--- config.mk ---
export PLATFORM = sky130hd
export DESIGN_NAME = scsiDmaDatapath
export DESIGN_NICKNAME = d
export VERILOG_FILES = /design/src/rtl/dmaDatapathPkg.sv /design/src/rtl/scsiDmaDatapath.sv /design/src/rtl/hostBusDriver.sv /design/src/rtl/dmaWordFifo.sv /design/src/rtl/scsiByteGather.sv
export SDC_FILE = /design/constraint.sdc
export NUM_CORES = 1
export LEC_CHECK = 0
export BUFFER_PORTS_ARGS = -buffer_cell sky130_fd_sc_hd__buf_4
export CAP_MARGIN = 10
export CORE_MARGIN = 2
export CORE_UTILIZATION = 30
export CTS_BUF_LIST = sky130_fd_sc_hd__clkbuf_8 sky130_fd_sc_hd__clkbuf_16
export DETAILED_ROUTE_END_ITERATION = 8
export GPL_ROUTABILITY_DRIVEN = 1
export PLACE_DENSITY = 0.47
export SLEW_MARGIN = 40
export SYNTH_ARGS = -nofsm -noshare
export SYNTH_HDL_FRONTEND = slang
export SYNTH_SLANG_ARGS = --single-unit
--- constraint.sdc ---
create_clock -name clk -period 4.21 [get_ports clk]
set_input_delay 0.421 -clock clk [delete_from_list [all_inputs] [get_ports clk]]
set_output_delay 0.421 -clock clk [all_outputs]
set_load 0.01 [all_outputs]
--- src/rtl/dmaDatapathPkg.sv ---
// ----------------------------
// Read direction only, SCSI bytes packed big-endian into host words
// ----------------------------

package dmaDatapathPkg;

    // Host words are four SCSI bytes wide
    localparam int WORD_BYTES = 4;

    // A half-word covers two byte lanes, one per output enable
    localparam int LANES_PER_HALF = WORD_BYTES / 2;

    // Width of one SCSI data byte in bits
    localparam int BYTE_BITS = 8;

    // One byte as it comes off the 8-bit SCSI data port
    typedef logic [BYTE_BITS-1:0] scsiByteT;

    // One host word
    // The first byte received sits in the top byte, so the word reads big-endian
    typedef logic [WORD_BYTES*BYTE_BITS-1:0] hostWordT;

    // Byte-lane valid mask, one bit per byte of a host word
    // Bit 3 marks the top byte, which is the first byte received
    typedef logic [WORD_BYTES-1:0] laneMaskT;

    // Count of bytes gathered into the current word, 0 to WORD_BYTES-1
    // The count wraps to zero when the last byte of a word arrives
    typedef logic [$clog2(WORD_BYTES)-1:0] byteCountT;

endpackage
--- src/rtl/scsiDmaDatapath.sv ---
// ----------------------------
// Read direction only; two cycles from the last byte of a word to a readable word
// ----------------------------
`timescale 1ns/1ps

module scsiDmaDatapath #(
    parameter int FIFO_DEPTH = 4
) (
    input  logic                     clk,
    input  logic                     rstN,

    // SCSI side
    input  dmaDatapathPkg::scsiByteT scsiByte,
    input  logic                     scsiByteValid,
    input  logic                     scsiFlush,
    output logic                     scsiReady,

    // Host side
    input  logic                     hostRead,
    output dmaDatapathPkg::hostWordT hostData,
    output dmaDatapathPkg::laneMaskT hostLaneMask,
    output logic                     hostValid,
    output logic                     oeHigh,
    output logic                     oeLow,
    output logic                     hostEmpty
);
    import dmaDatapathPkg::*;

    // Producer to FIFO
    hostWordT gatherWord;
    laneMaskT gatherMask;
    logic     gatherPush;
    logic     fifoFull;

    // FIFO to consumer
    hostWordT fifoWord;
    laneMaskT fifoMask;
    logic     fifoEmpty;
    logic     fifoPop;

    // Packs SCSI bytes into words and stalls the SCSI side on a full FIFO
    scsiByteGather scsiByteGather_i (
        .clk           (clk),
        .rstN          (rstN),
        .scsiByte      (scsiByte),
        .scsiByteValid (scsiByteValid),
        .scsiFlush     (scsiFlush),
        .fifoFull      (fifoFull),
        .scsiReady     (scsiReady),
        .gatherWord    (gatherWord),
        .gatherMask    (gatherMask),
        .gatherPush    (gatherPush)
    );

    // Decouples the SCSI byte rate from host read timing
    dmaWordFifo #(
        .FIFO_DEPTH (FIFO_DEPTH)
    ) dmaWordFifo_i (
        .clk        (clk),
        .rstN       (rstN),
        .gatherWord (gatherWord),
        .gatherMask (gatherMask),
        .gatherPush (gatherPush),
        .fifoPop    (fifoPop),
        .fifoWord   (fifoWord),
        .fifoMask   (fifoMask),
        .fifoFull   (fifoFull),
        .fifoEmpty  (fifoEmpty)
    );

    // Hands one word per read strobe to the host bus with its half-word enables
    hostBusDriver hostBusDriver_i (
        .clk          (clk),
        .rstN         (rstN),
        .hostRead     (hostRead),
        .fifoWord     (fifoWord),
        .fifoMask     (fifoMask),
        .fifoEmpty    (fifoEmpty),
        .fifoPop      (fifoPop),
        .hostData     (hostData),
        .hostLaneMask (hostLaneMask),
        .hostValid    (hostValid),
        .oeHigh       (oeHigh),
        .oeLow        (oeLow),
        .hostEmpty    (hostEmpty)
    );

endmodule

--- src/rtl/hostBusDriver.sv ---
// ----------------------------
// Back-to-back reads give back-to-back hostValid cycles
// ----------------------------
`timescale 1ns/1ps

module hostBusDriver (
    input  logic                     clk,
    input  logic                     rstN,
    input  logic                     hostRead,
    input  dmaDatapathPkg::hostWordT fifoWord,
    input  dmaDatapathPkg::laneMaskT fifoMask,
    input  logic                     fifoEmpty,
    output logic                     fifoPop,
    output dmaDatapathPkg::hostWordT hostData,
    output dmaDatapathPkg::laneMaskT hostLaneMask,
    output logic                     hostValid,
    output logic                     oeHigh,
    output logic                     oeLow,
    output logic                     hostEmpty
);
    import dmaDatapathPkg::*;

    // A read counts only when the FIFO has a word to give
    logic readTake;

    // Lane mask split into the two half-words of the host bus
    logic [LANES_PER_HALF-1:0] highLanes;
    logic [LANES_PER_HALF-1:0] lowLanes;

    // Reads against an empty FIFO are dropped here and never reach the pop port
    assign readTake = hostRead & ~fifoEmpty;
    assign fifoPop  = readTake;

    // The head word is captured at the same edge that pops it
    always_ff @(posedge clk) begin
        if (!rstN) begin
            hostData     <= '0;
            hostLaneMask <= '0;
            hostValid    <= 1'b0;
        end else begin
            hostValid <= readTake;
            // Data and mask hold between reads so the bus stays stable
            if (readTake) begin
                hostData     <= fifoWord;
                hostLaneMask <= fifoMask;
            end
        end
    end

    assign highLanes = hostLaneMask[WORD_BYTES-1 -: LANES_PER_HALF];
    assign lowLanes  = hostLaneMask[LANES_PER_HALF-1:0];

    // Each half-word enable opens its half of the bus only during hostValid
    // and only when that half carries at least one received byte
    // A flush of one or two bytes therefore leaves the low half disabled
    assign oeHigh = hostValid & (|highLanes);
    assign oeLow  = hostValid & (|lowLanes);

    // Host sees the FIFO level directly
    assign hostEmpty = fifoEmpty;

endmodule

--- src/rtl/dmaWordFifo.sv ---
// ----------------------------
// FIFO_DEPTH must be a power of two, at least 2; words show one cycle after push
// ----------------------------
`timescale 1ns/1ps

module dmaWordFifo #(
    parameter int FIFO_DEPTH = 4
) (
    input  logic                     clk,
    input  logic                     rstN,
    input  dmaDatapathPkg::hostWordT gatherWord,
    input  dmaDatapathPkg::laneMaskT gatherMask,
    input  logic                     gatherPush,
    input  logic                     fifoPop,
    output dmaDatapathPkg::hostWordT fifoWord,
    output dmaDatapathPkg::laneMaskT fifoMask,
    output logic                     fifoFull,
    output logic                     fifoEmpty
);
    import dmaDatapathPkg::*;

    localparam int ADDR_W = $clog2(FIFO_DEPTH);

    // Storage for the word and its lane mask side by side
    hostWordT wordMem [FIFO_DEPTH];
    laneMaskT maskMem [FIFO_DEPTH];

    // Pointers carry one extra wrap bit to tell full from empty
    logic [ADDR_W:0] wrPtr;
    logic [ADDR_W:0] rdPtr;
    // Write pointer as the read side sees it, one cycle behind wrPtr
    logic [ADDR_W:0] wrPtrShown;

    logic pushOk;
    logic popOk;

    // Guard both ports so a stray strobe cannot corrupt the pointers
    assign pushOk = gatherPush & ~fifoFull;
    assign popOk  = fifoPop & ~fifoEmpty;

    // Full compares against the live write pointer so no push can overrun
    assign fifoFull = (wrPtr[ADDR_W] != rdPtr[ADDR_W]) &&
                      (wrPtr[ADDR_W-1:0] == rdPtr[ADDR_W-1:0]);

    // Empty uses the delayed pointer, so a new word shows after the RAM write settles
    assign fifoEmpty = (rdPtr == wrPtrShown);

    always_ff @(posedge clk) begin
        if (!rstN) begin
            wrPtr      <= '0;
            rdPtr      <= '0;
            wrPtrShown <= '0;
        end else begin
            wrPtrShown <= wrPtr;
            if (pushOk) begin
                wrPtr <= wrPtr + 1'b1;
            end
            // Push and pop in the same cycle move both pointers independently
            if (popOk) begin
                rdPtr <= rdPtr + 1'b1;
            end
        end
    end

    always_ff @(posedge clk) begin
        if (pushOk) begin
            wordMem[wrPtr[ADDR_W-1:0]] <= gatherWord;
            maskMem[wrPtr[ADDR_W-1:0]] <= gatherMask;
        end
    end

    // First-word-fall-through, the head entry is always on the outputs
    // Contents are meaningless while fifoEmpty is high
    assign fifoWord = wordMem[rdPtr[ADDR_W-1:0]];
    assign fifoMask = maskMem[rdPtr[ADDR_W-1:0]];

endmodule

--- src/rtl/scsiByteGather.sv ---
// ----------------------------
// A byte and a flush in the same cycle take the byte; the flush is dropped
// ----------------------------
`timescale 1ns/1ps

module scsiByteGather (
    input  logic                     clk,
    input  logic                     rstN,
    input  dmaDatapathPkg::scsiByteT scsiByte,
    input  logic                     scsiByteValid,
    input  logic                     scsiFlush,
    input  logic                     fifoFull,
    output logic                     scsiReady,
    output dmaDatapathPkg::hostWordT gatherWord,
    output dmaDatapathPkg::laneMaskT gatherMask,
    output logic                     gatherPush
);
    import dmaDatapathPkg::*;

    // Count value seen while the last byte of a word arrives
    localparam byteCountT LAST_BYTE = byteCountT'(WORD_BYTES - 1);

    // Bytes of the word being gathered, stored in their final lanes
    byteCountT byteCount;
    hostWordT  shiftWord;
    // Word with the incoming byte merged in
    hostWordT  nextWord;
    // Lane mask for a flush of a partial word
    laneMaskT  flushMask;

    // Finished word waiting to go into the FIFO
    logic      pendValid;
    hostWordT  pendWord;
    laneMaskT  pendMask;

    // True when the held word moves into the FIFO at the next edge
    logic      pushNow;

    // The first byte of a word starts from zero so unused low lanes read as zero
    // Each later byte lands one lane below the byte before it
    always_comb begin
        nextWord = (byteCount == '0) ? '0 : shiftWord;
        nextWord[BYTE_BITS*(LAST_BYTE - byteCount) +: BYTE_BITS] = scsiByte;
    end

    // Mask has one bit per received byte, counted down from the top lane
    // One byte gives 1000, two give 1100, three give 1110
    assign flushMask = ~(laneMaskT'('1) >> byteCount);

    // The held word only leaves when the FIFO has room
    assign pushNow = pendValid & ~fifoFull;

    // Control state
    always_ff @(posedge clk) begin
        if (!rstN) begin
            byteCount <= '0;
            pendValid <= 1'b0;
        end else begin
            // A push frees the holding slot; a new word below may refill it at once
            if (pushNow) begin
                pendValid <= 1'b0;
            end
            if (scsiByteValid) begin
                byteCount <= byteCount + byteCountT'(1);
                if (byteCount == LAST_BYTE) begin
                    pendValid <= 1'b1;
                end
            end else if (scsiFlush && (byteCount != '0)) begin
                // Flush of an empty word is a no-op
                byteCount <= '0;
                pendValid <= 1'b1;
            end
        end
    end

    // Payload registers follow the same decisions without a reset
    always_ff @(posedge clk) begin
        if (scsiByteValid) begin
            shiftWord <= nextWord;
            if (byteCount == LAST_BYTE) begin
                pendWord <= nextWord;
                pendMask <= '1;
            end
        end else if (scsiFlush && (byteCount != '0)) begin
            pendWord <= shiftWord;
            pendMask <= flushMask;
        end
    end

    assign gatherWord = pendWord;
    assign gatherMask = pendMask;
    assign gatherPush = pushNow;

    // A held word waits only while the FIFO is full, so the full flag alone
    // covers both stall cases
    assign scsiReady = ~fifoFull;

endmodule

==> results.toml, run 1 <==
[outcome]
outcome = "completed"

[sta]
report.final.slew_viol_count = 0
setup_violations = 0
setup_tns_ps = 0
slew_headroom_pct = 54.4
fin_crit_ps = 2640
worst_pin_slew_ps = 682
hold_viol = 0
clock-skew-final_ps = 12.3
period_share_pct = 62.7
rsz0062_at_grt = "false"
fmax_mhz = 379

[die]
die_h_um = 189
placementRows = 67
die-area_um2 = 35600
initial_core_util_pct = 30.5
die_w_um = 189
core_area_um2 = 33600
boundaryPins = 54

[drt]
routedWlPerCell_um = 18.4
firstDrtPassIters = 4
drt_iter0_drc = 390
ant_nets = 0
drcViolationCount = 0
avgViaCountPerCell = 4.72
via_count = 5321
routed_wl_mm = 20.7

[layout]
nFillCells = 3152
drive_gt1_share_pct = 21.6
syn_to_final_growth_pct = 17.7
final_core_util_pct = 35.9
regArea_um2 = 7350
num_antenna_cells = 0
multi_input_area_um2 = 2680
layout.nets = 682

[synth]
synth.top_cell.area_share_pct = 62.1
synthCells = 602
synth_area_leaders = "edfxtp_1 62%, dfxtp_1 9.6%, mux4_2 7.9%, a22o_1 4.8%, mux2i_1 3.8%"
syn_nets = 626
ys_types = 42
synth_top_area_cell = "edfxtp_1"
synth_seq_cells = 261
yosysSeqAreaShare_pct = 71.7
ys.warnings.count = 0
syn_avg_cell_area_um2 = 17.0
synthArstFlopShare_pct = 0
syn_area_um2 = 10200
synth-edff-count = 212
ys.flop_type = "edfxtp_1"

[global_routing]
grt_pass1_vias = 5553
gr-total-overflow = 0
antenna_found_initial = 0
track_usage_pct = 11.8
grt_max_degree = 84
grt_first_pass_wirelength_mm = 32.5

[clock_network]
cts_inserted_buffers = 28
clk_latency_ps = 540
cts.sinks = 261
clockRootBuffer = "clkbuf_16"
h-tree-depth = 1
clk_pin_slew_worst_paths_ps = 60
post_cts_resized = 0
cts_setup_buffers = 0
cts_hold_buf = 0
clockBufferDepth = 3
cts_tree = "done"

[setup_path]
reg2reg_from = "scsiByteGather_i.byteCount[0]"
worstSetupStartpoint = "scsiByteGather_i.byteCount[0]"
path_class = "reg2reg"
cp-start-kind = "flip-flop"
worst_ep_arrival_time_ps = 2860
endpoint_kind = "flip-flop"
critical_path_required_ps = 4430
crit_fanout = 20
reg2reg_depth = 6

[place]
place_congestion = 0.716
hpwl_mm = 13.0
io_buffers = 53

[worst_hold_path]
hp-class = "in2reg"
hold_depth = 3
hold_start = "hostRead"

[power]
p_per_area_nw_per_um2 = 498
p_leak_nw = 4.35
vdd_ir_drop_max_mv = 0.292

[job]
maxCapViolations = 0
[layout make-up]
cell class / instances / share of cell area [%]
Tap cell: 448 / 4.65
Timing Repair Buffer: 62 / 3.89
Clock buffer: 29 / 6.02
Sequential cell: 261 / 60.9
Multi-Input combinational cell: 295 / 22.2
Clock inverter: 23 / 1.93
Inverter: 10 / 0.311
[routing by layer]
| layer | up-vias | track usage [%] | wire, um | share of wire, % |
|---|---|---|---|---|
| met2 | 115 | 18.6 | 9590 | 46 |
| li1 | 2468 | - | - | - |
| met1 | 2717 | 16.7 | 9860 | 48 |
| met4 | 0 | 3.22 | 329 | 1.6 |
| met5 | - | 0 | 0 | 0 |
| met3 | 21 | 2.01 | 964 | 4.6 |
[registers in the layout, summed over array words and instances (netlist names)]
register                      flops
scsiByteGather_i.shiftWord       32
scsiByteGather_i.pendValid        1
dmaWordFifo_i.maskMem            16
dmaWordFifo_i.wordMem           128
hostBusDriver_i.hostData         32
dmaWordFifo_i.rdPtr               3
dmaWordFifo_i.wrPtr               3
scsiByteGather_i.byteCount        2
hostBusDriver_i.hostValid         1
hostBusDriver_i.hostLaneMask      4
dmaWordFifo_i.wrPtrShown          3
scsiByteGather_i.gatherWord      32
scsiByteGather_i.gatherMask       4
[final timing paths]
kind,to,slack (ps)
max,scsiByteGather_i.gatherWord[28],1570
min,dmaWordFifo_i.rdPtr[2],240
max reg2reg,scsiByteGather_i.gatherWord[28],1570
min reg2reg,hostBusDriver_i.hostData[18],460
[critical path, cell delays in order, from the launching register on]
cell	delay, ps
dfxtp_1	530
inv_1	160
ha_1	340
nand2b_1	210
nand2b_1	170
nand2_1	520
buf_4	380
[kinds of logic after synthesis]
kind of cell | Yosys count | synth area share, %
fa+ha+maj | 11 | 1.34
compound gates | 79 | 6.80
buf+inv | 46 | 2.15
mux | 76 | 11.8
flops | 261 | 71.7
xor+xnor | 6 | 0.586
simple gates | 123 | 5.56
[cell usage after synthesis, types with 7 or more instances]
library cell  number
a22o_1            56
a32o_1             8
and2_1             8
buf_1             10
buf_2             11
clkbuf_1           9
dfxtp_1           49
edfxtp_1         212
ha_1              11
inv_1             10
mux2i_1           39
mux4_2            36
nand2_1           85
nor2_1             7
[power breakdown]
| part | leakage, nW | internal, mW | switching [mW] |
|---|---|---|---|
| clock network | 0.484 | 1.55 | 0.964 |
| registers | 2.36 | 2.89 | 0.0713 |
| logic | 1.51 | 0.258 | 0.277 |
| total | 4.35 | 4.69 | 1.31 |
[layout by cell type, fill, tap and decap left out, types with 7 or more instances in the layout]
master,n
clkinv_1,7
inv_1,14
dfxtp_1,48
mux2i_1,39
edfxtp_1,212
ha_1,11
buf_4,61
nand2_1,85
a22o_1,56
and2_1,8
a32o_1,8
mux4_2,36
clkbuf_16,29
nor2_1,7
[metrics by stage]
step	cell area (um2)	power (mW)	worst slack [ps]	instances	hold WS, ps
global route	12100	6.26	1320	1128	235
floorplan	10200	3.38	1710	602	459
global placement	11100	3.55	1620	1076	449
finish	12100	6.00	1570	1128	240
detailed placement	11100	3.56	1530	1076	455
CTS	12100	6.10	1540	1128	210
No activity file was read; power rests on OpenSTA's default activity.
==> run 2, diff against run 1 <==
- ABC_AREA: unset -> 1
- clock period: 4.21 -> 2.63 ns (I/O delays scaled with it)
==> run 2 against run 1 <==
Against the previous run: combinational power increased to 2.8 times the previous value; worst hold slack worse by 160 ps; total power is 73% higher; critical path depth rose by 1; register-to-register slack worse by 1000 ps; sequential cell count stayed put; clock power is 59% higher; largest power group unchanged; synthesized cell count increased by 93%; critical path type unchanged; final cell count up 51%; core utilization shrank 0.54 points; routed wire length rose by 20%.
==> results.toml, run 2 <==
[layout]
drive_gt1_share_pct = 10.4
largest_reg_flops = 128
final_cell_area_um2 = 13200
final_common_cell = "nand2_1"
regArea_um2 = 7350
layout_common_cells = "288 x nand2_1, 233 x inv_1, 212 x edfxtp_1, 121 x nand3_1, 65 x buf_4"
nFillCells = 3810
final_core_util_pct = 35.3
layout.nets = 1230
num_antenna_cells = 0
multi_input_area_um2 = 2730
syn_to_final_growth_pct = 16.8

[synth]
syn_avg_cell_area_um2 = 9.74
synth_seq_cells = 261
synth_area_leaders = "edfxtp_1 56%, nand2_1 9.6%, dfxtp_1 8.7%, inv_1 7.6%, nand3_1 5.4%"
synth-edff-count = 212
ys.flop_type = "edfxtp_1"
syn_nets = 1183
ys_types = 26
syn_area_um2 = 11300
yosysSeqAreaShare_pct = 65.1
synthArstFlopShare_pct = 0
synth.top_cell.area_share_pct = 56.4
netlist_top_cells_count = "288 x nand2_1, 228 x inv_1, 212 x edfxtp_1, 121 x nand3_1, 51 x nor2_1"
ys.warnings.count = 0
synthCells = 1159
synth_top_area_cell = "edfxtp_1"
synth.most_common_cell = "nand2_1"

[global_routing]
track_usage_pct = 12.9
gr-total-overflow = 0
grt_first_pass_wirelength_mm = 39.9
antenna_found_initial = 1
grt_max_degree = 73
grt_pass1_vias = 6897

[sta]
worst_hold_slack_ps = 84.5
clock-skew-final_ps = 24.9
slew_headroom_pct = 52.2
report.final.slew_viol_count = 0
worst_pin_slew_ps = 717
fin_crit_ps = 2070
period_share_pct = 78.8
fmax_mhz = 482
setup_violations = 0
rsz0062_at_grt = "false"
hold_viol = 0

[drt]
drt_iter0_drc = 517
avgViaCountPerCell = 4.36
routedWlPerCell_um = 14.7
firstDrtPassIters = 5
routed_wl_mm = 25.0
ant_nets = 0
via_count = 7420
drcViolationCount = 0

[setup_path]
endpoint_kind = "flip-flop"
worstSetupStartpoint = "scsiByteGather_i.byteCount[0]"
reg2reg_from = "scsiByteGather_i.byteCount[0]"
crit_fanout = 12
reg2reg_depth = 7
path_class = "reg2reg"
r2r_slack_ps = 560
worst_ep_arrival_time_ps = 2450
cp-start-kind = "flip-flop"
critical_path_required_ps = 3000

[outcome]
outcome = "completed"

[job]
maxCapViolations = 0

[place]
place_area_um2 = 12200
hpwl_mm = 15.3
io_buffers = 53
place_congestion = 0.782

[die]
core_area_um2 = 37300
placementRows = 71
die_h_um = 198
initial_core_util_pct = 30.2
die_w_um = 198
boundaryPins = 54
die-area_um2 = 39200

[power]
power_frac_clock_pct = 38.4
vdd_ir_drop_max_mv = 0.424
intPower_mw = 7.65
power_mw = 10.4
seqPwrFrac_pct = 47.0
p_leak_nw = 5.70
combPwrFrac_pct = 14.5
power.share.switching_pct = 26.4
p_sw_mw = 2.74
p_per_area_nw_per_um2 = 789

[clock_network]
clockRootBuffer = "clkbuf_16"
h-tree-depth = 1
cts_tree = "done"
clk_latency_ps = 550
cts_inserted_buffers = 29
cts_setup_buffers = 0
clk_pin_slew_worst_paths_ps = 60
cts.sinks = 261
post_cts_resized = 0
cts_hold_buf = 0
clockBufferDepth = 3

[worst_hold_path]
hp-class = "in2reg"
hold_depth = 4
hold_start = "scsiFlush"
[run 2: cell types whose count changed in the layout (fill, tap and decap cells not counted), sizes merged, moves of 39 or more]
| cell | before | now |
|---|---|---|
| nand3 | 3 | 123 |
| nor2 | 7 | 51 |
| nand2 | 85 | 288 |
| a22o | 56 | 0 |
| inv | 14 | 238 |
| mux2i | 39 | 0 |
| a21oi | 2 | 45 |
[run 2: worst paths after layout]
kind | end
max reg2reg | scsiByteGather_i.gatherWord[5]
min reg2reg | hostBusDriver_i.hostData[16]
max | scsiByteGather_i.gatherWord[5]
min | scsiByteGather_i.byteCount[1]
[run 2: routing by layer]
layer	global-route usage (%)	routed length, um	vias to the layer above
li1	-	-	3802
met1	19.3	12600	3454
met2	20.1	11000	131
met5	0	0	-
met4	2.87	396	0
met3	1.64	991	33
[run 2: critical path: stages, from the launching register on]
cell	delay, ps
dfxtp_1	450
inv_2	150
ha_1	370
inv_1	90
nand4_1	370
o22ai_1	340
nand2_1	80
o21ai_0	80
[run 2: area by class of cell]
class                      instances  share of cell area (%)
timing repair buffer              71                    4.61
tap                              474                    4.50
multi-input combinational        593                    20.7
clock inverter                    23                    1.42
sequential                       261                    55.8
clock buffer                      31                    5.80
inverter                         250                    7.16
[run 2: per-stage QoR]
stage,cells,setup slack [ps],TNS [ps]
after floorplan,1159,-310,-33480
after global placement,1649,674,0
after detailed placement,1649,593,0
after CTS,1703,536,0
after global routing,1703,334,0
final,1703,557,0
[run 2: power by group through the flow]
stage	clock network, mW	registers, mW	logic (mW)
2_1_floorplan	0	4.97	1.00
3_3_place_gp	0	4.97	1.53
3_5_place_dp	0	4.98	1.53
4_1_cts	4.11	4.89	1.54
5_1_grt	4.25	4.92	1.73
6_report	3.99	4.89	1.51
[run 2: logic make-up (layout without fill, tap and decap cells)]
logic type               Yosys count  count (layout)  synth area share, %
flip-flops                       261             261                 65.1
XOR/XNOR                           3               3                0.299
adder cells (fa/ha/maj)           11              11                 1.22
buffers and inverters            305             375                 10.9
AND/OR/NAND/NOR                  468             468                 17.2
AO/OA/AOI/OAI                    111             111                 5.28
==> run 3, diff against run 2 <==
- PLACE_DENSITY: 0.47 -> 0.48
- clock period: 2.63 -> 1.8 ns (I/O delays scaled with it)
==> run 3 against run 2 <==
Against the previous run: routed wire length decreased by 1.8%; critical path depth decreased by 3; final cell count increased by 0.59%; critical endpoint is now scsiReady; die area unchanged; sequential share of layout area decreased by 1.0 points; setup slack got worse by 480 ps.
==> results.toml, run 3 (synthesized netlist as in run 2, its figures left out) <==
[global_routing]
track_usage_pct = 12.8
antenna_found_initial = 0
grt_first_pass_wirelength_mm = 39.8
gr-total-overflow = 0
grt_pass1_vias = 7116
grt_max_degree = 100

[layout]
syn_to_final_growth_pct = 19.3
num_antenna_cells = 0
drive_gt1_share_pct = 12.8
largest_reg_flops = 128
layout_common_cells = "286 x nand2_1, 230 x inv_1, 212 x edfxtp_1, 119 x nand3_1, 66 x buf_4"
final_core_util_pct = 36.1
layout.nets = 1241
final_common_cell = "nand2_1"

[clock_network]
cts.sinks = 261
clockBufferDepth = 3
cts_inserted_buffers = 28
cts_tree = "done"
clockRootBuffer = "clkbuf_16"
clk_latency_ps = 530
h-tree-depth = 1
clk_pin_slew_worst_paths_ps = 60

[worst_hold_path]
hold_start = "hostRead"
hp-class = "in2reg"

[drt]
via_count = 7400
routed_wl_mm = 24.5
drcViolationCount = 0
avgViaCountPerCell = 4.32
routedWlPerCell_um = 14.3
firstDrtPassIters = 5
ant_nets = 0
drt_iter0_drc = 444

[power]
power_frac_clock_pct = 36.6
intPower_mw = 11.0
p_per_area_nw_per_um2 = 1110
seqPwrFrac_pct = 47.9
p_sw_mw = 3.95
vdd_ir_drop_max_mv = 0.696
power.share.switching_pct = 26.5
combPwrFrac_pct = 15.6
power_mw = 14.9
p_leak_nw = 5.75

[die]
initial_core_util_pct = 30.2
placementRows = 71
die_w_um = 198
die_h_um = 198
core_area_um2 = 37300
die-area_um2 = 39200
boundaryPins = 54

[job]
maxCapViolations = 0

[setup_path]
critical_path.cell_chain = "xnor2_4, nand3_4, buf_4, buf_4"
critPathMaxStageDelay_ps = 390
endpoint_kind = "output pin"
path_class = "reg2out"
worstSetupStartpoint = "dmaWordFifo_i.rdPtr[0]"
crit_fanout = 7
critical_path_required_ps = 1620
crit_buf_inv = 2
worst_ep_arrival_time_ps = 1540
reg2reg_from = "scsiByteGather_i.byteCount[0]"
crit_family = "flip-flops"
cp-start-kind = "flip-flop"
critPathMostFrequentCell = "buf_4"
crit_slowest_cell = "dfxtp_4"

[sta]
slew_headroom_pct = 72.5
fin_crit_ps = 1720
rsz0062_at_grt = "false"
hold_viol = 0
report.final.slew_viol_count = 0
worst_pin_slew_ps = 413
period_share_pct = 95.7
clock-skew-final_ps = 7.58
fmax_mhz = 580
setup_violations = 0

[place]
place_congestion = 0.745
io_buffers = 53
hpwl_mm = 15.3

[outcome]
outcome = "completed"
[run 3: power groups by stage]
stage | Combinational (mW) | Clock (mW) | Sequential [mW]
4_1_cts | 2.33 | 5.64 | 7.15
3_3_place_gp | 2.30 | 0 | 7.27
3_5_place_dp | 2.32 | 0 | 7.28
6_report | 2.32 | 5.46 | 7.15
2_1_floorplan | 1.50 | 0 | 7.26
5_1_grt | 2.65 | 5.87 | 7.20
[run 3: layout make-up]
class                      instances  area [um2]
fill                            3755       23900
inverter                         250         955
sequential                       261        7370
timing repair inverter             1        5.00
multi-input combinational        593        2860
clock buffer                      29         726
clock inverter                    23         148
tap                              474         593
timing repair buffer              82         806
[run 3: metal layers]
layer	vias to the layer above	part of all wire (%)	track usage, %
met4	0	2.0	3.06
li1	3817	-	-
met2	100	44	20.3
met3	34	3.2	1.57
met1	3449	51	18.8
met5	-	0	0
[run 3: stage by stage]
stage	instance area, um2	TNS (ps)	setup slack (ps)	hold WS [ps]	cells
after detailed placement	12500	-1170	-144	473	1657
after floorplan	11400	-14180	-115	279	1159
final	13500	0	76.8	38.6	1713
after global routing	13500	0	4.33	36.7	1713
after global placement	12500	-635	-85.9	462	1657
after CTS	13400	0	3.85	1.15	1711
[run 3: path summary, 6_finish.rpt]
check / to / slack [ps] / cells after the start
max: scsiReady / 80 / 4
min: hostBusDriver_i.hostValid / 40 / 3
max reg2reg: scsiByteGather_i.gatherWord[8] / 110 / 6
min reg2reg: dmaWordFifo_i.wrPtrShown[2] / 470 / 2
[run 3: what timing repair did]
item	CTS	global route
gates resized for setup	4	19
pin swaps	0	2
gates cloned	0	1
hold buffers	1	0
setup endpoints to repair	20	30
setup buffers	1	1
hold endpoints to repair	2	0
[run 3: tightest hold or removal path: cells and delay by family]
family	cells	cell delay, ps
buf+inv	1	200
simple gates	2	140
